[src/source/debug_pkg.sv]
package debug_pkg;

    ////////////////////////////////////////
    // widths
    ////////////////////////////////////////

    // host address ports, only the low bits reach the memory
    localparam int ROM_ADDR_W  = 24;
    localparam int ROM_DEPTH_W = 10;
    localparam int DATA_W      = 8;
    // command byte on top, data byte below
    localparam int INFO_W      = 16;
    localparam int REG_COUNT   = 4;

    ////////////////////////////////////////
    // host commands
    ////////////////////////////////////////

    typedef enum logic [7:0] {
        free_run   = 8'd0,
        debug      = 8'd1,
        clear_addr = 8'd2,
        clear_data = 8'd3,
        read_rom   = 8'd4,
        write_rom  = 8'd5,
        read_a     = 8'd6,
        read_b     = 8'd7,
        read_c     = 8'd8,
        read_d     = 8'd9
    } dbg_cmd_e;

    // instruction bits 7..5
    typedef enum logic [2:0] {
        nop    = 3'd0,
        ldi    = 3'd1,
        mov    = 3'd2,
        add    = 3'd3,
        sub    = 3'd4,
        and_op = 3'd5,
        xor_op = 3'd6,
        inc    = 3'd7
    } cpu_op_e;

    typedef enum logic [1:0] {
        idle  = 2'd0,
        fetch = 2'd1,
        exec  = 2'd2
    } cpu_state_e;

endpackage

[src/source/reg_report.sv]
`timescale 1ns/10ps

module reg_report
(
    input  logic                             clk,
    input  logic                             rst_n,
    input  logic [debug_pkg::REG_COUNT-1:0]  read_abcd,
    input  logic [debug_pkg::DATA_W-1:0]     reg_a,
    input  logic [debug_pkg::DATA_W-1:0]     reg_b,
    input  logic [debug_pkg::DATA_W-1:0]     reg_c,
    input  logic [debug_pkg::DATA_W-1:0]     reg_d,
    output logic                             dbg_info_en,
    output logic [debug_pkg::INFO_W-1:0]     dbg_info
);

    always_ff @(posedge clk)
    begin
        if (!rst_n)
            dbg_info_en <= 1'b0;
        else
            dbg_info_en <= |read_abcd;
    end

    // lowest requested register wins
    always_ff @(posedge clk)
    begin
        if (read_abcd[0])
            dbg_info <= {debug_pkg::read_a, reg_a};
        else if (read_abcd[1])
            dbg_info <= {debug_pkg::read_b, reg_b};
        else if (read_abcd[2])
            dbg_info <= {debug_pkg::read_c, reg_c};
        else if (read_abcd[3])
            dbg_info <= {debug_pkg::read_d, reg_d};
    end

endmodule

[config.mk]
export PLATFORM = sky130hd
export DESIGN_NAME = reg_report
export DESIGN_NICKNAME = d
export VERILOG_FILES = /design/src/source/debug_pkg.sv /design/src/source/reg_report.sv
export SDC_FILE = /design/constraint.sdc
export NUM_CORES = 1
export LEC_CHECK = 0
export BUFFER_PORTS_ARGS = -buffer_cell sky130_fd_sc_hd__buf_2
export CAP_MARGIN = 20
export CORE_ASPECT_RATIO = 0.9
export CORE_MARGIN = 5
export CORE_UTILIZATION = 40
export DETAILED_ROUTE_END_ITERATION = 16
export GPL_TIMING_DRIVEN = 0
export PLACE_DENSITY = 0.84
export RECOVER_POWER = 50
export SYNTH_ARGS = -nofsm -noshare
export SYNTH_HDL_FRONTEND = slang
export SYNTH_SLANG_ARGS = --single-unit
[constraint.sdc]
create_clock -name clk -period 2.4 [get_ports clk]
set_input_delay 0.48 -clock clk [delete_from_list [all_inputs] [get_ports clk]]
set_output_delay 0.48 -clock clk [all_outputs]
set_load 0.02 [all_outputs]
# Word level (Yosys, flattened, before mapping)

Index checks and enable logic that the tools add are counted.

Flip-flop bits (word level): 13
Latch bits: 0
Bits in writable memories: 0
ROM bits: 0
Bits of input ports: 38
Output and inout port bits: 17
Memories kept: 0

Add/sub/neg operators: 0
Multiply operators: 0
Divide/modulo/power cells: 0
$lt $le $gt $ge: 0
Eq/ne operators: 0
Shifts and indexed selects: 0
Multiplexer cells: 4
Bitwise logic cells: 0
Reduce and logical (&&, ||, !) cells: 5

Operators with widths:

| operator           | number |
|---|---|
| 12-bit two-way mux | 2 |
| 9-bit two-way mux  | 1 |
| 8-bit two-way mux  | 1 |
| 4-bit nonzero test | 1 |
| 4-bit OR reduction | 1 |
| 3-bit nonzero test | 1 |
| 2-bit nonzero test | 1 |
| 2-bit OR reduction | 1 |

# Logic depth before layout (Yosys ltp)

Depth in word-level cells: 4
Depth in mapped cells: 4
Mapped depth without buffers: 2

# Least setup slack after synthesis

No wires, ideal clock.

Path kind: input to register
Start point: in read_abcd[0] (netlist bit)
End point: reg dbg_info[0] (netlist bit) (enable)
Setup time: 298 ps
Arrival time: 1024 ps
Slack: 1078 ps
Stages on the path: 4
Path through: buf_6 nor2_4 buf_6 nand2_1

Longest elaborated chain between the ends: 1

RTL lines:

| element                             | RTL line         | RTL |
|---|---|---|
| from (decl)                         | reg_report.sv:7  | `input logic [debug_pkg::REG_COUNT-1:0] read_abcd,` |
| 4-bit nonzero test (no source line) | --               |  |
| to (signal assigned)                | reg_report.sv:28 | `dbg_info <= {debug_pkg::read_a, reg_a};` |
| to (signal assigned)                | reg_report.sv:30 | `dbg_info <= {debug_pkg::read_b, reg_b};` |
| to (signal assigned)                | reg_report.sv:32 | `dbg_info <= {debug_pkg::read_c, reg_c};` |
| to (decl)                           | reg_report.sv:13 | `output logic [debug_pkg::INFO_W-1:0] dbg_info` |

Every way passes these cells.
A chain may end at the register's enable or synchronous reset.

# Worst setup path after layout

Start point: in read_abcd[0] (netlist bit)
End point: reg dbg_info[6] (netlist bit) (enable)

Same word-level chain as after synthesis.

==> results by group <==
Drt
  • DRC violations left: 0
  • Via count: 690
  • WL/cell: 14.2 um
  • Drt first pass iters: 4
  • Vias per cell: 4.76
  • ANT nets after route: 0
  • Total Wirelength: 2.05 mm
  • Initial DRC count: 10

Global route
  • Antenna violations before repair: 0
  • GRT Overall Usage: 13.5%
  • First-pass GRT wire length: 2.91 mm
  • Largest net degree at the start of global routing: 11
  • GR Overflow Total: 0
  • Vias in the first global route: 674

Cells and area
  • Antenna cell count: 0
  • Commonest non-fill, non-tap cell in the layout: buf_2
  • P&R area growth vs syn: 35.6%
  • Register Area: 320 um2
  • Filler Cell Count: 192
  • Final Util: 56.8%
  • Fin nets: 159
  • Layout cells sized above 1: 61.7%
  • Most frequent cells in the layout: buf_2, mux2i_1, nor3b_2, nor2b_1, edfxtp_1
  • Area of the multi-input gates: 389 um2

Worst setup path
  • CP max stage cell: clkbuf_1
  • Worst r2r path cells: 1
  • Crit path kind: input port to flip-flop
  • Cell Chain, Critical Path: buf_6, nor2_1, clkbuf_1, nand2_1
  • Critical path's largest stage delay: 0.52 ns
  • CP Launch Type: input port
  • Critical Path Sink Type: flip-flop
  • CP arrival: 1.69 ns
  • Crit path required time: 2.33 ns
  • CP Max Fanout: 10

Timing
  • Final period utilization: 73.4%
  • Post-route minimum period: 1.76 ns
  • Max-slew violations: 0
  • Actual transition at the worst max-transition pin: 0.681 ns
  • F_max: 568 MHz
  • Setup tns final: 0 ns
  • Final Hold Vio Count: 0
  • Clock Skews: 0 ns
  • Unrepaired setup endpoints after global routing: no
  • Slew HR: 54.6%
  • # setup viols final: 0

Power and ir drop
  • Clock group share of total power: 24.6%
  • Net Sw Frac: 29.2%
  • Power Density: 491 nW/um2
  • Switching power: 156 uW
  • Leak: 0.000505 uW
  • Peak supply drop: 196 uV
  • Flop pwr share: 46.5%
  • P_int: 378 uW
  • Comb pwr share: 28.8%

Synthesis
  • Post-Syn Area: 802 um2
  • Seq/Total Area, Yosys: 39.9%
  • Syn Area/Cell: 12.5 um2
  • Library cells used by synthesis: 19
  • Synth Warn #: 0
  • Cells after synthesis: 64
  • Seq cells post-synth: 12

Clock tree
  • Clock sinks: 12
  • H-tree Lvls: 1
  • # hold bufs at CTS: 0
  • Max clock buf depth: 2
  • Reg clk slew, reported paths: 0.07 ns
  • Total CTS buffers: 3
  • CTS tree: done
  • Clk root buf: clkbuf_4
  • Post-CTS sizing: 0
  • Worst skew pair latency: 0.27 ns
  • Post-CTS setup buffers: 0

Floorplan
  • Site Rows: 15
  • Die ar.: 3000 um2
  • IO Count: 55
  • Die span in y: 52.5 um
  • Core area: 1910 um2
  • Initial Util: 41.9%
  • Chip width: 57.2 um

Place
  • Routability congestion estimate: 0.798
  • Port bufs: 49
  • Detail Placement HPWL: 1.62 mm

Run status
  • Outcome: finished, final reports clean

Job
  • Max_cap viols: 0

Worst hold path
  • Hold path depth: 2
  • Worst min path class: input port to flip-flop
==> cell type report <==
type                    instances  share of cell area (%)
plain buffers                  10                    6.56
multi-input cells              44                    35.8
clock buffers                   4                    2.42
flip-flops and latches         12                    29.5
well taps                      25                    2.88
inverters                       1                   0.345
repair buffers                 49                    22.6
==> flip-flops by register name, summed over array words and instances, names as in the netlist <==
| signal | flops |
|---|---|
| dbg_info | 11 |
| dbg_info_en | 1 |
==> routing by layer <==
layer  GRT usage, %  up-vias  part of all wire [%]
li1               -      335                     -
met1           13.8      318                    37
met2           24.1       35                    52
met3           4.19        2                   9.9
met4           8.11        0                  0.68
met5              0        -                     0
==> Yosys cell counts <==
| master | number | share of area (%) |
|---|---|---|
| a211o_1 | 1 | 1.1 |
| a211oi_2 | 8 | 12 |
| a21boi_1 | 1 | 0.94 |
| a21oi_1 | 1 | 0.62 |
| buf_4 | 5 | 4.7 |
| buf_6 | 4 | 5.6 |
| clkbuf_2 | 1 | 0.62 |
| conb_1 | 1 | 0.47 |
| dfxtp_1 | 4 | 10 |
| edfxtp_1 | 8 | 30 |
| inv_1 | 1 | 0.47 |
| mux2i_1 | 8 | 10 |
| nand2_1 | 1 | 0.47 |
| nor2_1 | 1 | 0.47 |
| nor2_4 | 1 | 1.4 |
| nor2b_1 | 8 | 6.2 |
| nor3b_2 | 8 | 12 |
| o21bai_1 | 1 | 0.94 |
| o31a_1 | 1 | 1.1 |
==> worst max-delay path, delay by kind of cell <==
family | cells | cell delay, ns
buffers and inverters | 2 | 0.63
and+or+nand+nor | 2 | 0.57
==> power by group through the flow <==
stage                     Combinational (uW)  Clock [uW]  Sequential, uW
final                                    154         131             248
after global routing                     166         146             250
after CTS                                161         134             249
after detailed placement                 161           0             253
after global placement                   157           0             252
after floorplan                         72.8           0             280
==> path summary, 6_finish.rpt <==
check	startpoint	end	slack, ns
hold reg to reg	dbg_info[11]	dbg_info[11]	0.49
setup reg to reg	dbg_info[11]	dbg_info[11]	1.69
setup / recovery	read_abcd[0]	dbg_info[6]	0.64
hold / removal	rst_n	dbg_info_en	0.45
==> through the flow <==
step	setup WS [ns]	cells	total power (uW)	hold WS, ns	area [um2]
finish	0.639	145	534	0.446	1090
global route	0.562	145	562	0.456	1090
CTS	1.03	145	544	0.438	1120
detailed placement	0.921	141	414	0.481	1090
global placement	0.940	141	409	0.459	1090
floorplan	1.08	67	353	0.598	813
==> logic make-up after synthesis <==
kind of cell / Yosys count / share of synthesized area [%]
multiplexers: 8 / 9.98
buffers and inverters: 11 / 11.4
other: 1 / 0.468
AO/OA/AOI/OAI: 13 / 17.2
AND/OR/NAND/NOR: 19 / 21.1
flip-flops: 12 / 39.9
No activity file was read; power rests on OpenSTA's default activity.
