[src/source/debug_pkg.sv]
package debug_pkg;

    ////////////////////////////////////////
    // widths
    ////////////////////////////////////////

    // host address ports, only the low bits reach the memory
    localparam int ROM_ADDR_W  = 24;
    localparam int ROM_DEPTH_W = 10;
    localparam int DATA_W      = 8;
    // command byte on top, data byte below
    localparam int INFO_W      = 16;
    localparam int REG_COUNT   = 4;

    ////////////////////////////////////////
    // host commands
    ////////////////////////////////////////

    typedef enum logic [7:0] {
        free_run   = 8'd0,
        debug      = 8'd1,
        clear_addr = 8'd2,
        clear_data = 8'd3,
        read_rom   = 8'd4,
        write_rom  = 8'd5,
        read_a     = 8'd6,
        read_b     = 8'd7,
        read_c     = 8'd8,
        read_d     = 8'd9
    } dbg_cmd_e;

    // instruction bits 7..5
    typedef enum logic [2:0] {
        nop    = 3'd0,
        ldi    = 3'd1,
        mov    = 3'd2,
        add    = 3'd3,
        sub    = 3'd4,
        and_op = 3'd5,
        xor_op = 3'd6,
        inc    = 3'd7
    } cpu_op_e;

    typedef enum logic [1:0] {
        idle  = 2'd0,
        fetch = 2'd1,
        exec  = 2'd2
    } cpu_state_e;

endpackage

[src/source/cpu_execute.sv]
`timescale 1ns/10ps

module cpu_execute
(
    input  logic                               clk,
    input  logic                               rst_n,

    // debug control
    input  logic                               dbg_en,
    input  logic                               dbg_inst_en,
    input  logic [debug_pkg::DATA_W-1:0]       dbg_inst,

    // program memory fetch
    output logic [debug_pkg::ROM_DEPTH_W-1:0]  fetch_addr,
    input  logic [debug_pkg::DATA_W-1:0]       fetch_data,

    // register file
    output logic [debug_pkg::DATA_W-1:0]       reg_a,
    output logic [debug_pkg::DATA_W-1:0]       reg_b,
    output logic [debug_pkg::DATA_W-1:0]       reg_c,
    output logic [debug_pkg::DATA_W-1:0]       reg_d
);

    debug_pkg::cpu_state_e              state;
    debug_pkg::cpu_op_e                 op;
    logic [debug_pkg::ROM_DEPTH_W-1:0]  pc;
    logic [debug_pkg::DATA_W-1:0]       regs [debug_pkg::REG_COUNT];
    logic [debug_pkg::DATA_W-1:0]       inst;
    logic [debug_pkg::DATA_W-1:0]       dst_val;
    logic [debug_pkg::DATA_W-1:0]       src_val;
    logic [debug_pkg::DATA_W-1:0]       alu_out;
    logic [1:0]                         dst_sel;
    logic [1:0]                         src_sel;
    logic                               inst_valid;
    logic                               alu_wen;

    ////////////////////////////////////////
    // instruction select and decode
    ////////////////////////////////////////

    // injected instructions only run while parked in idle
    assign inst_valid = (state == debug_pkg::exec) ||
                        (state == debug_pkg::idle && dbg_inst_en);
    assign inst       = (state == debug_pkg::exec) ? fetch_data : dbg_inst;

    assign op      = debug_pkg::cpu_op_e'(inst[7:5]);
    assign dst_sel = inst[4:3];
    assign src_sel = inst[2:1];
    assign dst_val = regs[dst_sel];
    assign src_val = regs[src_sel];

    ////////////////////////////////////////
    // shared alu
    ////////////////////////////////////////

    always_comb
    begin
        alu_wen = 1'b1;
        case (op)
            debug_pkg::ldi:    alu_out = {{(debug_pkg::DATA_W-3){1'b0}}, inst[2:0]};
            debug_pkg::mov:    alu_out = src_val;
            debug_pkg::add:    alu_out = dst_val + src_val;
            debug_pkg::sub:    alu_out = dst_val - src_val;
            debug_pkg::and_op: alu_out = dst_val & src_val;
            debug_pkg::xor_op: alu_out = dst_val ^ src_val;
            debug_pkg::inc:    alu_out = dst_val + 1'b1;
            default:
            begin
                // nop leaves the registers alone
                alu_out = dst_val;
                alu_wen = 1'b0;
            end
        endcase
    end

    always_ff @(posedge clk)
    begin
        if (!rst_n)
        begin
            for (int i = 0; i < debug_pkg::REG_COUNT; i++)
                regs[i] <= '0;
        end
        else if (inst_valid && alu_wen)
        begin
            regs[dst_sel] <= alu_out;
        end
    end

    ////////////////////////////////////////
    // fetch / exec sequencing
    ////////////////////////////////////////

    always_ff @(posedge clk)
    begin
        if (!rst_n)
        begin
            state <= debug_pkg::fetch;
            pc    <= '0;
        end
        else
        begin
            case (state)
                debug_pkg::fetch:
                    state <= dbg_en ? debug_pkg::idle : debug_pkg::exec;
                debug_pkg::exec:
                begin
                    pc    <= pc + 1'b1;
                    state <= dbg_en ? debug_pkg::idle : debug_pkg::fetch;
                end
                // resume at the held pc
                debug_pkg::idle:
                    if (!dbg_en)
                        state <= debug_pkg::fetch;
                default:
                    state <= debug_pkg::fetch;
            endcase
        end
    end

    assign fetch_addr = pc;

    assign reg_a = regs[0];
    assign reg_b = regs[1];
    assign reg_c = regs[2];
    assign reg_d = regs[3];

endmodule

[config.mk]
export PLATFORM = sky130hd
export DESIGN_NAME = cpu_execute
export DESIGN_NICKNAME = d
export VERILOG_FILES = /design/src/source/debug_pkg.sv /design/src/source/cpu_execute.sv
export SDC_FILE = /design/constraint.sdc
export NUM_CORES = 1
export LEC_CHECK = 0
export ABC_AREA = 1
export BUFFER_PORTS_ARGS = -buffer_cell sky130_fd_sc_hd__buf_2
export CAP_MARGIN = 20
export CELL_PAD_IN_SITES_DETAIL_PLACEMENT = 0
export CELL_PAD_IN_SITES_GLOBAL_PLACEMENT = 1
export CORE_MARGIN = 5
export CORE_UTILIZATION = 37
export CTS_CLUSTER_DIAMETER = 60
export DETAILED_ROUTE_END_ITERATION = 8
export PLACE_DENSITY_LB_ADDON = 0.1
export SLEW_MARGIN = 10
export SYNTH_ARGS = -nofsm -noshare
export SYNTH_HDL_FRONTEND = slang
export SYNTH_SLANG_ARGS = --single-unit
[constraint.sdc]
create_clock -name clk -period 3.7 [get_ports clk]
set_clock_uncertainty 0.2 [all_clocks]
set_input_delay 0.74 -clock clk [delete_from_list [all_inputs] [get_ports clk]]
set_output_delay 0.74 -clock clk [all_outputs]
set_load 0.05 [all_outputs]
; ---- Yosys cells after proc, flatten, opt, wreduce, memory -nomap -nowiden
; Memories as Yosys holds them, arrays and structs flattened.
; Index checks and enable logic that the tools add are counted.
; Widths: inputs -> output; s select.
[op_classes]
muxes = 14
n_reduce_logical = 6
n_addsub = 4
n_eq_ne = 10
n_bitwise = 2
[ops]
columns = cell, count
row1 = $pmux 8 s7, 1
row2 = $mux 8, 2
row3 = $eq 3x3->1 const B, 4
row4 = $add 10x1->10 const B, 1
row5 = $add 8x1->8 const B, 1
row6 = $add 8x8->8, 1
row7 = $and 8x8->8, 1
row8 = $reduce_or 8->1, 1
row9 = $sub 8x8->8, 1
row10 = $xor 8x8->8, 1
row11 = $mux 1, 7
row12 = $reduce_or 7->1, 1
row13 = $eq 3x2->1 const B, 2
row14 = $mux 2, 3
row15 = $pmux 2 s3, 1
row16 = $eq 3x1->1 const B, 1
row17 = $eq 2x1->1 const B, 1
row18 = $eq 2x2->1 const B, 1
row19 = $logic_and 1x1->1, 2
row20 = $logic_not 2->1, 1
row21 = $ne 2x2->1 const B, 1
row22 = $logic_or 1x1->1, 1
[word_totals]
mem_count = 1
input_bits = 20
out_inout_bits = 42
regBits = 12
wordCells = 39
ram_bits = 32
[mem_list]
columns = memory, depth, word_bits, rd, rd_ports_with_merged_regs, write_ports, line_no
row1 = regs, 4, 8, 6, 0, 4, cpu_execute.sv:27  ; logic [debug_pkg::DATA_W-1:0] regs [debug_pkg::REG_COUNT];

; ---- Logic depth before layout (Yosys ltp)
[logic_depth]
word_depth = 11
ltp_mapped = 29
ltp_nobuf = 28

; ---- Worst setup path after synthesis
; Ideal clock, no wire load.
[synth_path]
kind = in2reg
start = input fetch_data[1] (netlist bit)
end = memory regs[0][7] (netlist bit), data pin
path_stages = 26
n_path_buf = 1
arrival_ps = 3043
slack_ps = 185
setup_ps = 272
cell_sequence = nand2_1 -> nand2_2 -> buf_6 -> nand2_1 -> nand3_1 -> nand2_1 -> nand2_2 -> nor2_4 -> inv_2 -> nor2_4 -> nand2_2 -> o21ai_2 -> a21oi_1 -> o21bai_1 -> ha_1 -> nand2_1 -> nor2_1 -> nand2_1 -> nand3_1 -> inv_1 -> nand2_1 -> nand2_1 -> inv_1 -> nand4_1 -> nand3_2 -> a21oi_1
[synth_rtl]
columns = element, line_no
row1 = start: declaration, cpu_execute.sv:15  ; input logic [debug_pkg::DATA_W-1:0] fetch_data,
row2 = end: declaration, cpu_execute.sv:27

==> qor_table.md <==
| Item | Value |
| --- | --- |
| Sum of net half-perimeters after detailed placement | 8617 um |
| Combinational group share of total power | 0.450 |
| Critical path data required time | 3.57 ns |
| Hold path depth | 2 |
| Cell type contributing the most total cell area after synthesis | edfxtp_1 |
| Number of synthesized flops with an enable pin | 32 |
| Launching element type of the critical path | flip-flop |
| Number of global-route vias before repair | 3354 |
| P_int | 0.001057 W |
| Buffers and inverters on the worst path | 6 |
| TritonCTS clock tree | built |
| Iter 0 DRT Violations | 256 |
| Max Cap Viol | 0 |
| Via-per-instance ratio | 5.039 |
| WL/cell | 15.05 um |
| Part of the cycle the worst path needs | 0.9819 |
| Die Height | 105.8 um |
| Post-Syn Nets | 502 |
| Net switching power | 0.0006929 W |
| Largest stage delay on the critical path | 0.33 ns |
| Via count of the routed design | 3502 |
| Net count reported at finish | 621 |
| Crit. path cell count | 27 |
| Sequential-to-total area share from yosys stat | 0.3536 |
| Largest net degree at the start of global routing | 15 |
| Pwr/cell area | 392.4 nW/um^2 |
| Number of antenna violations at the first check in global routing | 0 |
| Aggregate routed wire length | 10460 um |
| Count of input and output buffers | 61 |
| H-tree level count | 2 |
| Share of synthesized flip-flops with an asynchronous set or reset | 0 |
| Worst hold path class | flip-flop to flip-flop |
| Maximum clock frequency | 275.2 MHz |
| Clock latency reported for the late side of the worst-skew pair | 0.30 ns |
| Placeable Area | 9109 um^2 |
| Final antenna-violating net count | 0 |
| Worst-margin pin slew | 0.5147 ns |
| Worst-path fanout max | 6 |
| Share of total power consumed by net switching | 0.3960 |
| Top cell by count, worst path | nand2_2 |
| Leading cell type in the layout, fill and taps excluded | nand2_1 |
| Final setup violation count | 0 |
| Post-Route Hold Slack | 0.3033 ns |
| Die extent in x | 105.8 um |
| Most used cells in the layout excluding fill and tap cells | nand2_1, inv_1, buf_2 |
| Arrival time of the worst setup path | 3.50 ns |
| Area of the die | 11200 um^2 |
| Final Instance Area | 4459 um^2 |
| Unrepaired setup endpoints after global routing | yes |
| Area share of the largest cell type after synthesis | 0.2829 |
| Total chip power | 0.001750 W |
| Portion of total power attributed to the clock network | 0.216 |
| Reg power frac | 0.333 |
| Layout cells sized above 1 | 0.3390 |
| Critical path class | flip-flop to flip-flop |
| Ys Warns | 0 |
| Number of distinct library cell variants in the gate-level netlist after synthesis | 38 |
| Cell with the largest stage delay on the worst path | dfxtp_2 |
| Top Family by Delay on Critical Path | simple AND/OR/NAND/NOR gates |
| Lkg Pwr | 2.266 nW |
| Global Route Usage Sum | 0.1870 |
| Num Clock Sinks | 44 |
| Cts bufs inserted | 5 |
| Placer congestion estimate | 0.8106 |
| Final Max Slew Viols | 0 |
| Number of detailed-routing iterations run before antenna repair | 5 |
| Hold violation count in the final report | 0 |
| Max-Slew Margin vs Limit | 0.6554 |
| Worst Setup End Kind | flip-flop |
| Yosys reg bits | 44 |
| Total standard cell area after synthesis | 3397 um^2 |
| Path depth of the worst reg2reg path | 27 |
| Row count | 35 |
| Largest cells by area after synthesis | edfxtp_1, nand2_1, inv_1 |
| Sum of overflow across all layers after global routing | 0 |
| Root Buffer Master | clkbuf_8 |
| Cell Area, Placed | 4153 um^2 |
| Ant diodes | 0 |
| Initial core utilization | 0.3729 |
| Syn-to-layout area delta | 31.27% |
| Minimum clock period after layout | 3.633 ns |
| Number of remaining DRC errors | 0 |
| Clock transition at the register clock pins on the worst setup and hold paths after CTS | 0.09 ns |
| Wire length of the first global-routing pass | 16770 um |
| Max Root-Sink Buffers | 2 |
| Most common flop cell mapped by yosys | edfxtp_1 |
| I/O Pins | 62 |
| Largest voltage drop on the vdd net | 0.2572 mV |
| Sum of negative setup slack | 0 ns |
| Gate count of the mapped netlist | 464 |
| Post-Syn Area per Cell | 7.321 um^2 |
| Status | finished, final reports clean |
[logic make-up after synthesis]
family / share of synthesized area
simple gates: 0.3311
buf+inv: 0.1050
compound gates: 0.1418
flops: 0.3536
fa+ha+maj: 0.06851
[layer usage]
layer	vias to the layer above	GRT usage	share of wire
met1	1622	0.2524	0.47
met2	82	0.3147	0.48
li1	1786	-	-
met5	-	0	0
met3	12	0.02449	0.040
met4	0	0.04995	0.014
[area by class of cell]
cell class                 count  area (um^2)
tap                          111        138.9
sequential                    44         1204
clock inverter                 3        42.54
fill                         963         4649
multi-input combinational    334         1956
clock buffer                   5        68.82
inverter                      78        297.8
timing repair buffer         120        752.0
[path summary, 6_finish.rpt]
path	startpoint	endpoint	slack, ns
max	state[0]	regs[0][7]	0.07
min	state[1]	state[1]	0.30
max reg2reg	state[0]	regs[0][7]	0.07
min reg2reg	state[1]	state[1]	0.30
[state kept, by name, summed over array words and instances (netlist names)]
signal	flops
fetch_addr	10
regs	32
state	2
[tightest hold or removal path, stage by stage, from the launching register on]
cell and delay [ns]:
dfxtp_2 0.35, nand3_1 0.07, a21oi_1 0.06
[through the flow]
stage | util | setup slack [ns] | instances
floorplan | - | 0.1847 | 464
global placement | 0.4559 | -0.09911 | 678
detailed placement | 0.4559 | -0.1320 | 678
CTS | 0.4729 | 0.04448 | 689
global route | 0.4896 | -0.1536 | 695
finish | 0.4896 | 0.06686 | 695
[cells in the mapped netlist (2+ instances only)]
cell and count:
nand2_1 123, inv_1 67, nand3_1 47, nor2_1 34, edfxtp_1 32, a21oi_1 22, ha_1 17, o21ai_0 16
dfxtp_1 12, inv_2 11, nand2_2 11, nor3_1 10, o221ai_1 7, o211ai_1 6, a221oi_1 5, buf_6 4
nand2_4 4, o21ai_2 4, buf_2 3, nand4_1 3, nor2_4 3, o21ai_4 3, a31oi_1 2, nor2_2 2
nor3b_1 2, or2_2 2
[power by group through the flow]
stage / logic, W / registers (W) / clock network (W)
after floorplan: 0.000394 / 0.000659 / 0
after global placement: 0.000709 / 0.000592 / 0
after detailed placement: 0.000715 / 0.000592 / 0
after CTS: 0.000727 / 0.000581 / 0.000388
after global routing: 0.000874 / 0.000587 / 0.000407
final: 0.000788 / 0.000583 / 0.000379
[what timing repair did]
item	in CTS	in global routing
gates resized for setup	4	35
hold buffers	0	0
setup endpoints to repair	12	14
buffers inserted	3	6
pin swaps	0	23
No activity file was read; power rests on OpenSTA's default activity.
