### config.mk
export PLATFORM = sky130hd
export DESIGN_NAME = debug_cmd_decode
export DESIGN_NICKNAME = d
export VERILOG_FILES = /design/src/source/debug_pkg.sv /design/src/source/debug_cmd_decode.sv
export SDC_FILE = /design/constraint.sdc
export NUM_CORES = 1
export LEC_CHECK = 0
export BUFFER_PORTS_ARGS = -buffer_cell sky130_fd_sc_hd__buf_4
export CAP_MARGIN = 20
export CORE_MARGIN = 4
export CORE_UTILIZATION = 40
export CTS_BUF_LIST = sky130_fd_sc_hd__clkbuf_16
export DETAILED_ROUTE_END_ITERATION = 10
export HOLD_SLACK_MARGIN = 0.05
export MAX_ROUTING_LAYER = met4
export PLACE_DENSITY = 0.64
export SLEW_MARGIN = 20
export SYNTH_ARGS = -nofsm -noshare
export SYNTH_HDL_FRONTEND = slang
export SYNTH_SLANG_ARGS = --single-unit
### constraint.sdc
create_clock -name clk -period 4.6 [get_ports clk]
set_input_delay 0.92 -clock clk [delete_from_list [all_inputs] [get_ports clk]]
set_output_delay 0.92 -clock clk [all_outputs]
set_load 0.05 [all_outputs]
### src/source/debug_pkg.sv
package debug_pkg;

    ////////////////////////////////////////
    // widths
    ////////////////////////////////////////

    // host address ports, only the low bits reach the memory
    localparam int ROM_ADDR_W  = 24;
    localparam int ROM_DEPTH_W = 10;
    localparam int DATA_W      = 8;
    // command byte on top, data byte below
    localparam int INFO_W      = 16;
    localparam int REG_COUNT   = 4;

    ////////////////////////////////////////
    // host commands
    ////////////////////////////////////////

    typedef enum logic [7:0] {
        free_run   = 8'd0,
        debug      = 8'd1,
        clear_addr = 8'd2,
        clear_data = 8'd3,
        read_rom   = 8'd4,
        write_rom  = 8'd5,
        read_a     = 8'd6,
        read_b     = 8'd7,
        read_c     = 8'd8,
        read_d     = 8'd9
    } dbg_cmd_e;

    // instruction bits 7..5
    typedef enum logic [2:0] {
        nop    = 3'd0,
        ldi    = 3'd1,
        mov    = 3'd2,
        add    = 3'd3,
        sub    = 3'd4,
        and_op = 3'd5,
        xor_op = 3'd6,
        inc    = 3'd7
    } cpu_op_e;

    typedef enum logic [1:0] {
        idle  = 2'd0,
        fetch = 2'd1,
        exec  = 2'd2
    } cpu_state_e;

endpackage

### src/source/debug_cmd_decode.sv
`timescale 1ns/10ps

module debug_cmd_decode
(
    input  logic                              clk,
    input  logic                              rst_n,

    // host command link
    input  logic                              recv_en,
    input  logic [debug_pkg::DATA_W-1:0]      recv_cmd,
    input  logic [debug_pkg::DATA_W-1:0]      recv_data,
    output logic                              send_en,
    output logic [debug_pkg::DATA_W-1:0]      send_cmd,
    output logic [debug_pkg::DATA_W-1:0]      send_data,
    input  logic                              send_ready,

    // program memory
    output logic                              rom_wen,
    output logic [debug_pkg::ROM_ADDR_W-1:0]  rom_waddr,
    output logic [debug_pkg::DATA_W-1:0]      rom_wdata,
    output logic                              rom_ren,
    output logic [debug_pkg::ROM_ADDR_W-1:0]  rom_raddr,
    input  logic [debug_pkg::DATA_W-1:0]      rom_rdata,

    // cpu control
    output logic                              dbg_en,
    output logic                              dbg_inst_en,
    output logic [debug_pkg::DATA_W-1:0]      dbg_inst,

    // register reports
    output logic [debug_pkg::REG_COUNT-1:0]   read_abcd,
    input  logic                              dbg_info_en,
    input  logic [debug_pkg::INFO_W-1:0]      dbg_info
);

    logic cmd_free_run;
    logic cmd_debug;
    logic cmd_clear_addr;
    logic cmd_clear_data;
    logic cmd_read_rom;
    logic cmd_write_rom;
    logic rom_ren_d0;
    logic rom_ren_d1;
    logic rom_back_en;

    assign cmd_free_run   = (recv_cmd == debug_pkg::free_run);
    assign cmd_debug      = (recv_cmd == debug_pkg::debug);
    assign cmd_clear_addr = (recv_cmd == debug_pkg::clear_addr);
    assign cmd_clear_data = (recv_cmd == debug_pkg::clear_data);
    assign cmd_read_rom   = (recv_cmd == debug_pkg::read_rom);
    assign cmd_write_rom  = (recv_cmd == debug_pkg::write_rom);

    ////////////////////////////////////////
    // cpu control
    ////////////////////////////////////////

    // mode follows the command level, no strobe needed
    always_ff @(posedge clk)
    begin
        if (!rst_n)
        begin
            dbg_en      <= 1'b0;
            dbg_inst_en <= 1'b0;
            read_abcd   <= '0;
        end
        else
        begin
            if (cmd_free_run)
                dbg_en <= 1'b0;
            else if (cmd_debug)
                dbg_en <= 1'b1;
            dbg_inst_en  <= recv_en && cmd_debug;
            read_abcd[0] <= recv_en && (recv_cmd == debug_pkg::read_a);
            read_abcd[1] <= recv_en && (recv_cmd == debug_pkg::read_b);
            read_abcd[2] <= recv_en && (recv_cmd == debug_pkg::read_c);
            read_abcd[3] <= recv_en && (recv_cmd == debug_pkg::read_d);
        end
    end

    always_ff @(posedge clk)
    begin
        if (recv_en && cmd_debug)
            dbg_inst <= recv_data;
    end

    ////////////////////////////////////////
    // memory write and read pointers
    ////////////////////////////////////////

    always_ff @(posedge clk)
    begin
        if (!rst_n)
        begin
            rom_wen   <= 1'b0;
            rom_ren   <= 1'b0;
            rom_waddr <= '0;
            rom_raddr <= '0;
        end
        else
        begin
            // clear_data keeps writing zeros every cycle
            rom_wen <= cmd_clear_data || (recv_en && cmd_write_rom);
            rom_ren <= recv_en && cmd_read_rom;
            if (cmd_clear_addr)
                rom_waddr <= '0;
            else if (rom_wen)
                rom_waddr <= rom_waddr + 1'b1;
            if (cmd_clear_addr)
                rom_raddr <= '0;
            else if (rom_ren)
                rom_raddr <= rom_raddr + 1'b1;
        end
    end

    always_ff @(posedge clk)
    begin
        if (cmd_clear_data)
            rom_wdata <= '0;
        else if (recv_en && cmd_write_rom)
            rom_wdata <= recv_data;
    end

    ////////////////////////////////////////
    // return path to the host
    ////////////////////////////////////////

    // three stages from rom_ren to the returned byte
    always_ff @(posedge clk)
    begin
        if (!rst_n)
        begin
            rom_ren_d0  <= 1'b0;
            rom_ren_d1  <= 1'b0;
            rom_back_en <= 1'b0;
            send_en     <= 1'b0;
        end
        else
        begin
            rom_ren_d0  <= rom_ren;
            rom_ren_d1  <= rom_ren_d0;
            rom_back_en <= rom_ren_d1;
            // dropped when the host is not ready
            send_en     <= send_ready && (dbg_info_en || rom_back_en);
        end
    end

    // register report wins over a memory byte
    always_ff @(posedge clk)
    begin
        if (dbg_info_en)
        begin
            send_cmd  <= dbg_info[debug_pkg::INFO_W-1:debug_pkg::DATA_W];
            send_data <= dbg_info[debug_pkg::DATA_W-1:0];
        end
        else if (rom_back_en)
        begin
            send_cmd  <= '0;
            send_data <= rom_rdata;
        end
    end

endmodule

[Yosys cells after proc, flatten, opt, wreduce, memory -nomap -nowiden]
Index checks and enable logic that the tools add are counted.
Word-level totals
  register bits: 92
  input port bits: 45
Operators by class
  add/sub/neg operators: 2
  equality and inequality tests: 9
  muxes and demuxes: 4
  bitwise gates (word level): 1
  reduce and logical (&&, ||, !) cells: 14
Operator list (number)
  adder 24 x 1 -> 24 bit, second input constant: 2
  equality test 8 x 3 -> 1 bit, second input constant: 4
  2-to-1 mux 8 bit: 4
  equality test 8 x 2 -> 1 bit, second input constant: 2
  equality test 8 x 4 -> 1 bit, second input constant: 2
  equality test 8 x 1 -> 1 bit, second input constant: 1
  logical AND 1 bit: 8
  logical NOT 8 bit: 1
  OR reduction 2 bit: 2
  logical OR 1 bit: 2
  nonzero test 2 bit: 1
  inverter 1 bit: 1

[Logic depth before layout (Yosys ltp)]
Gate-level depths: netlist (run 1).
  word-level depth: 3
  gate-level depth with buffers: 7

[Worst setup path before layout (run 1)]
OpenSTA, ideal clock, no wires.
  path type: input to register
  start: input recv_cmd[5] in the netlist's numbering
  end: register dbg_inst[0] in the netlist's numbering, enable pin
  library setup time: 0.332 ns
  arrival time: 2.246 ns
  required time: 4.268 ns
  path slack: 2.022 ns
  cell stages on the path: 4
  path buffers: 0
  path through: or4_1 -> or3_1 -> nor2_1 -> and2_1
On the way
  word-level cells in the longest chain between the ends: 2
Ends and longest elaborated chain
  from (decl): line debug_cmd_decode.sv:10  | input logic [debug_pkg::DATA_W-1:0] recv_cmd,
  equality test 8 x 1 -> 1 bit: line debug_cmd_decode.sv:47  | assign cmd_debug = (recv_cmd == debug_pkg::debug);
  logical AND 1 bit: line debug_cmd_decode.sv:82  | if (recv_en && cmd_debug)
  to (signal assigned): line debug_cmd_decode.sv:83  | dbg_inst <= recv_data;
  to (decl): line debug_cmd_decode.sv:28  | output logic [debug_pkg::DATA_W-1:0] dbg_inst,
Every way passes these cells.
A chain may end at the register's enable or synchronous reset.

[Worst setup path in the final report (run 1)]
  start: input recv_cmd[5] in the netlist's numbering
  end: register dbg_inst[7] in the netlist's numbering, enable pin
The elaborated chain is that of the path after synthesis.

==> metrics.cfg, run 1 <==
[floorplan]
rows=35
die_h_microns=105
initial_core_util_pct=40.8
dieArea_sq_um=11000
core_area_sq_um=9200
die_w_microns=105
io_pins=134

[timing]
whs_ps=427
slew_headroom_pct=52.0
min_period_over_period_pct=55.6
rsz0062_at_grt=false
slew_violations=0
fin_skew_ps=7.20
fmax_ghz=0.391
fin_tns_setup_ps=0
setup_violations=0
period_minus_slack_ps=2560
tightest_slew_ps=714
hold_viol=0

[worst_setup_path]
reg2regPathDepth=5
critical-path-max-stage-delay_ps=600
path_cells=buf_4 -> or4_1 -> or3_1 -> nor2_1 -> and2_1
reg2reg_to=rom_waddr[22]$_SDFFE_PP0P_
cp-start-kind=input pin
startpoint=recv_cmd[5]
slowest_stage=or4_1
r2r_start=rom_waddr[0]$_SDFFE_PP0P_
worstSetupEndpointType=flip-flop
cp.arrival_ps=2560
critPathMaxFanout=8
critical_path_required_ps=4600
critPathKind=input pin to flip-flop
reg2reg_slack_ps=2370

[cells_and_area]
instances_no_fill=613
area_growth_pct=35.5
final_cell_area_sq_um=5090
nets=544
fin_util_pct=55.3
drive_gt1_share_pct=32.3
antennaDiodeCount=0

[global_route]
grt_max_degree=49
grt_antenna_before_repair=0
grt_pass1_wl_mm=14.1
first_global_vias=2895
grt-ovfl-total=0
grtUsageTotal_pct=16.1

[synth]
yosysMostFrequentCell=dfxtp_1
avgSynthCellArea_sq_um=10.2
synth_top_area_share_pct=36.2
postSynthCellCount=369
ys_warn_count=0
synth_fp_nets=416
ys_seq_area_share_pct=55.4
synth_edf_count=24
ys_ff_latch=92
synth_area_sq_um=3760
synthTopCellsByArea=dfxtp_1 36%, edfxtp_1 19%, xnor2_1 3.7%
synth_largest_area_cell=dfxtp_1
synth-main-ff-cell=dfxtp_1
synth_common_cells=68 x dfxtp_1, 31 x nor2_1, 26 x nand2_1, 26 x o21ai_0, 24 x edfxtp_1
synth_cell_types=35
async_reset_ff_share_pct=0

[placement]
port_buffers=133
dp_hpwl_mm=6.39
gp_routability_congestion=0.784
placed_cell_area_sq_um=4810
dp_cells=597

[routing]
drc=0
wl_per_cell_microns=14.4
vias=3108
routed_wl_mm=8.81
viasPerCell=5.07
drt_iter0_drc=102
drtAntennaViolNets=0
dr.pass1.iters=4

[power]
cellLeakagePower_nw=1.99
ir_drop_uv=199
powerDensity_nw_per_um2=328

[hold_path]
min_from=rom_ren_d1$_SDFF_PN0_
hp-class=flip-flop to flip-flop
worst_hold_path.endpoint=rom_back_en$_SDFF_PN0_
worstHoldPathCells=1

[clocking]
ctsLongestPathBuffers=2
cts-root-buf=clkbuf_16
h-tree-depth=3
ctsHoldBuffers=0
cts.sinks=92
cts_tree=built
post_cts_buffers=0
clock_latency_ps=340
cts_resized=0
clkTransAtPathRegs_ps=60
cts_buffers=9

[job]
drv_cap=0

[run_status]
outcome=finished, final reports clean

sequential cells by signal, indices dropped and copies added (netlist names):
name and flops:
rom_waddr 24, dbg_inst 8, rom_ren 1, dbg_en 1
rom_raddr 24, read_abcd 4, send_cmd 8, send_data 8
rom_wdata 8, rom_ren_d1 1, rom_ren_d0 1, rom_wen 1
dbg_inst_en 1, send_en 1, rom_back_en 1
worst max-delay path by stage:
| stage | cells past startpoint | end |
|---|---|---|
| finish | 5 | dbg_inst[7]$_DFFE_PP_ |
| global route | 5 | dbg_inst[1]$_DFFE_PP_ |
| CTS | 4 | rom_wdata[3]$_SDFFE_PN0P_ |
| detailed placement | 4 | rom_wdata[3]$_SDFFE_PN0P_ |
| global placement | 4 | rom_wdata[3]$_SDFFE_PN0P_ |
| floorplan | 4 | dbg_inst[0]$_DFFE_PP_ |
cell families after synthesis:
| logic type | Yosys count | share of synthesized area (%) |
|---|---|---|
| simple gates | 160 | 23.7 |
| compound gates | 55 | 8.43 |
| flops | 92 | 55.4 |
| mux | 10 | 2.93 |
| xor+xnor | 24 | 5.60 |
| buf+inv | 26 | 3.30 |
| fa+ha+maj | 2 | 0.666 |
cell type report:
cell class,count,area (sq um)
Fill cell,818,4110
Inverter,9,33.8
Clock buffer,9,225
Clock inverter,7,45.0
Multi-Input combinational cell,251,1560
Timing Repair Buffer,134,1010
Sequential cell,92,2080
Tap cell,111,139
layer usage:
| metal | track usage (%) | wire (microns) |
|---|---|---|
| met2 | 26.4 | 4170 |
| met3 | 3.77 | 580 |
| met4 | 5.90 | 119 |
| met1 | 19.3 | 3940 |
| met5 | - | 0 |
stage by stage:
stage,setup slack [ps],total power (W)
2_1_floorplan,2020,0.000956
3_3_place_gp,1700,0.00102
3_5_place_dp,1580,0.00102
4_1_cts,1940,0.00169
5_1_grt,1950,0.00172
6_report,2040,0.00167
power breakdown:
part	total (W)	leakage, nW	switching [W]	internal [W]
clock	0.000668	0.130	0.000305	0.000363
sequential	0.000853	0.775	0.00000509	0.000848
combinational	0.000147	1.08	0.0000925	0.0000549
cell usage in the layout (no fill, tap or decap), types with 4 or more instances in the layout:
cell type	count
nand2_1	26
xor2_1	8
nor3_1	6
buf_4	134
dfxtp_1	68
nor2_1	31
a21oi_1	22
o21ai_0	26
and4_1	7
xnor2_1	16
or4_1	7
o31ai_1	4
and2_1	12
clkbuf_16	9
mux2_2	8
and3_1	6
nand4_1	12
edfxtp_1	24
inv_1	10
or3_1	21
nor4_1	7
nand3_1	18
critical path, delay by kind of cell:
| kind | cells | cell delay [ps] |
|---|---|---|
| and+or+nand+nor | 4 | 1520 |
| buffers and inverters | 1 | 110 |
Power figures use the tool's default switching activity.
==> run 2: changes to the inputs <==
- PLACE_DENSITY: 0.64 -> 0.66
- clock period: 4.6 -> 2.24 ns (I/O delays scaled with it)
==> metrics.cfg, run 2 (synthesis gave the netlist of run 1 again) <==
[run_status]
outcome=finished, final reports clean  ; unchanged

[floorplan]
rows=35  ; unchanged
io_pins=134  ; unchanged
core_area_sq_um=9200  ; unchanged
die_w_microns=105  ; unchanged
dieArea_sq_um=11000  ; unchanged
initial_core_util_pct=40.8  ; unchanged
die_h_microns=105  ; unchanged

[routing]
wl_per_cell_microns=14.8  ; was 14.4 microns
vias=3197  ; was 3108
viasPerCell=5.10  ; was 5.07
routed_wl_mm=9.31  ; was 8.81 mm
drt_iter0_drc=127  ; was 102
drc=0  ; unchanged
drtAntennaViolNets=0  ; unchanged
dr.pass1.iters=4  ; unchanged

[power]
powerDensity_nw_per_um2=657  ; was 328 nW/um^2
cellLeakagePower_nw=2.05  ; was 1.99 nW
ir_drop_uv=337  ; was 199 uV

[clocking]
ctsHoldBuffers=0  ; unchanged
ctsLongestPathBuffers=2  ; unchanged
h-tree-depth=3  ; unchanged
cts_tree=built  ; unchanged
cts_buffers=9  ; unchanged
clkTransAtPathRegs_ps=70  ; was 60 ps
cts_resized=0  ; unchanged
post_cts_buffers=0  ; unchanged
cts.sinks=92  ; unchanged
cts-root-buf=clkbuf_16  ; unchanged
clock_latency_ps=330  ; was 340 ps

[worst_setup_path]
cp.arrival_ps=2320  ; was 2560 ps
slowest_stage=or4_1  ; unchanged
crit_end=rom_waddr[22]$_SDFFE_PP0P_  ; was dbg_inst[7]$_DFFE_PP_
path_cells=ha_1 -> nand4_1 -> or4_1 -> or4_1 -> a21oi_1  ; was buf_4 -> or4_1 -> or3_1 -> nor2_1 -> and2_1
reg2reg_to=rom_waddr[22]$_SDFFE_PP0P_  ; unchanged
crit_top_cell=or4_1
critical-path-max-stage-delay_ps=680  ; was 600 ps
worstSetupEndpointType=flip-flop  ; unchanged
reg2reg_slack_ps=190  ; was 2370 ps
startpoint=rom_waddr[0]$_SDFFE_PP0P_  ; was recv_cmd[5]
r2r_start=rom_waddr[0]$_SDFFE_PP0P_  ; unchanged
reg2regPathDepth=5  ; unchanged
cp-start-kind=flip-flop  ; was input pin
critPathMaxFanout=9  ; was 8
critical_path_required_ps=2510  ; was 4600 ps
critPathKind=flip-flop to flip-flop  ; was input pin to flip-flop

[placement]
place_ws_ps=-45.7  ; was 1580 ps
gp_routability_congestion=0.758  ; was 0.784
dp_hpwl_mm=7.03  ; was 6.39 mm
dp_cells=611  ; was 597
port_buffers=133  ; unchanged

[global_route]
grt_max_degree=28  ; was 49
grt_antenna_before_repair=0  ; unchanged
first_global_vias=2959  ; was 2895
grtUsageTotal_pct=17.0  ; was 16.1%
grt_pass1_wl_mm=14.9  ; was 14.1 mm
grt-ovfl-total=0  ; unchanged

[cells_and_area]
reg_top3=rom_raddr x24, rom_waddr x24  ; unchanged
drive_gt1_share_pct=34.5  ; was 32.3%
layout_commonest_cell=buf_4  ; unchanged
nets=558  ; was 544
fin_util_pct=56.4  ; was 55.3%
area_growth_pct=38.0  ; was 35.5%
instances_no_fill=627  ; was 613
final_cell_mix=148 x buf_4, 64 x dfxtp_1, 31 x nor2_1, 26 x nand2_1, 26 x o21ai_0  ; was 134 x buf_4, 68 x dfxtp_1, 31 x nor2_1, 26 x nand2_1, 26 x o21ai_0
fillCellCount=819  ; was 818
antennaDiodeCount=0  ; unchanged

[timing]
setup_slack_ps=188  ; was 2040 ps
slew_violations=0  ; unchanged
hold_viol=0  ; unchanged
tightest_slew_ps=429  ; was 714 ps
min_period_over_period_pct=91.6
rsz0062_at_grt=false  ; unchanged
period_minus_slack_ps=2050
fmax_ghz=0.487
setup_violations=0  ; unchanged
fin_skew_ps=10.1  ; was 7.20 ps
slew_headroom_pct=71.2  ; was 52.0%

[job]
drv_cap=0  ; unchanged

[hold_path]
hp-class=input pin to flip-flop  ; was flip-flop to flip-flop

## run 2: routing by layer
layer  share of wire (%)  up-vias  track usage, %
li1                    -     1611               -
met4                 1.1        0            5.72
met1                  47     1469            22.1
met5                   0        -               -
met3                 5.6       12            3.46
met2                  47      105            26.5
## run 2: worst min path at each step
stage,end,cells after the start,start,slack [ps]
final,dbg_inst[1]$_DFFE_PP_,1,recv_data[1],300
after CTS,dbg_inst[1]$_DFFE_PP_,1,recv_data[1],290
after floorplan,rom_back_en$_SDFF_PN0_,1,rom_ren_d1$_SDFF_PN0_,410
after global placement,rom_ren_d1$_SDFF_PN0_,1,rom_ren_d0$_SDFF_PN0_,420
after detailed placement,rom_ren_d1$_SDFF_PN0_,1,rom_ren_d0$_SDFF_PN0_,420
after global routing,dbg_inst[3]$_DFFE_PP_,1,recv_data[3],290
## run 2: where the power goes
part           switching [W]  internal, W
clock               0.000610     0.000737
sequential         0.0000106      0.00174
combinational       0.000191     0.000115
## run 2: metrics by stage
step                hold slack, ps  cell area (sq um)  TNS [ps]  power (W)
floorplan                      412               3760         0    0.00196
CTS                            293               5180         0    0.00342
finish                         300               5180         0    0.00340
detailed placement             419               4920      -365    0.00210
global placement               416               4920      -108    0.00209
global route                   288               5180         0    0.00352
## run 2: layout make-up
| class | count | area [sq um] | area share [%] |
|---|---|---|---|
| flip-flops and latches | 92 | 2090 | 40.3 |
| clock inverters | 7 | 36.3 | 0.700 |
| inverters | 9 | 33.8 | 0.652 |
| clock buffers | 9 | 225 | 4.35 |
| well taps | 111 | 139 | 2.68 |
| repair buffers | 148 | 1110 | 21.4 |
| multi-input cells | 251 | 1550 | 29.9 |
## run 2: worst max-delay path, delay by kind of cell (launching register included)
family	cells	cell delay, ps
AND/OR/NAND/NOR	3	1260
AO/OA/AOI/OAI	1	150
flip-flops	1	370
adder cells (fa/ha/maj)	1	200
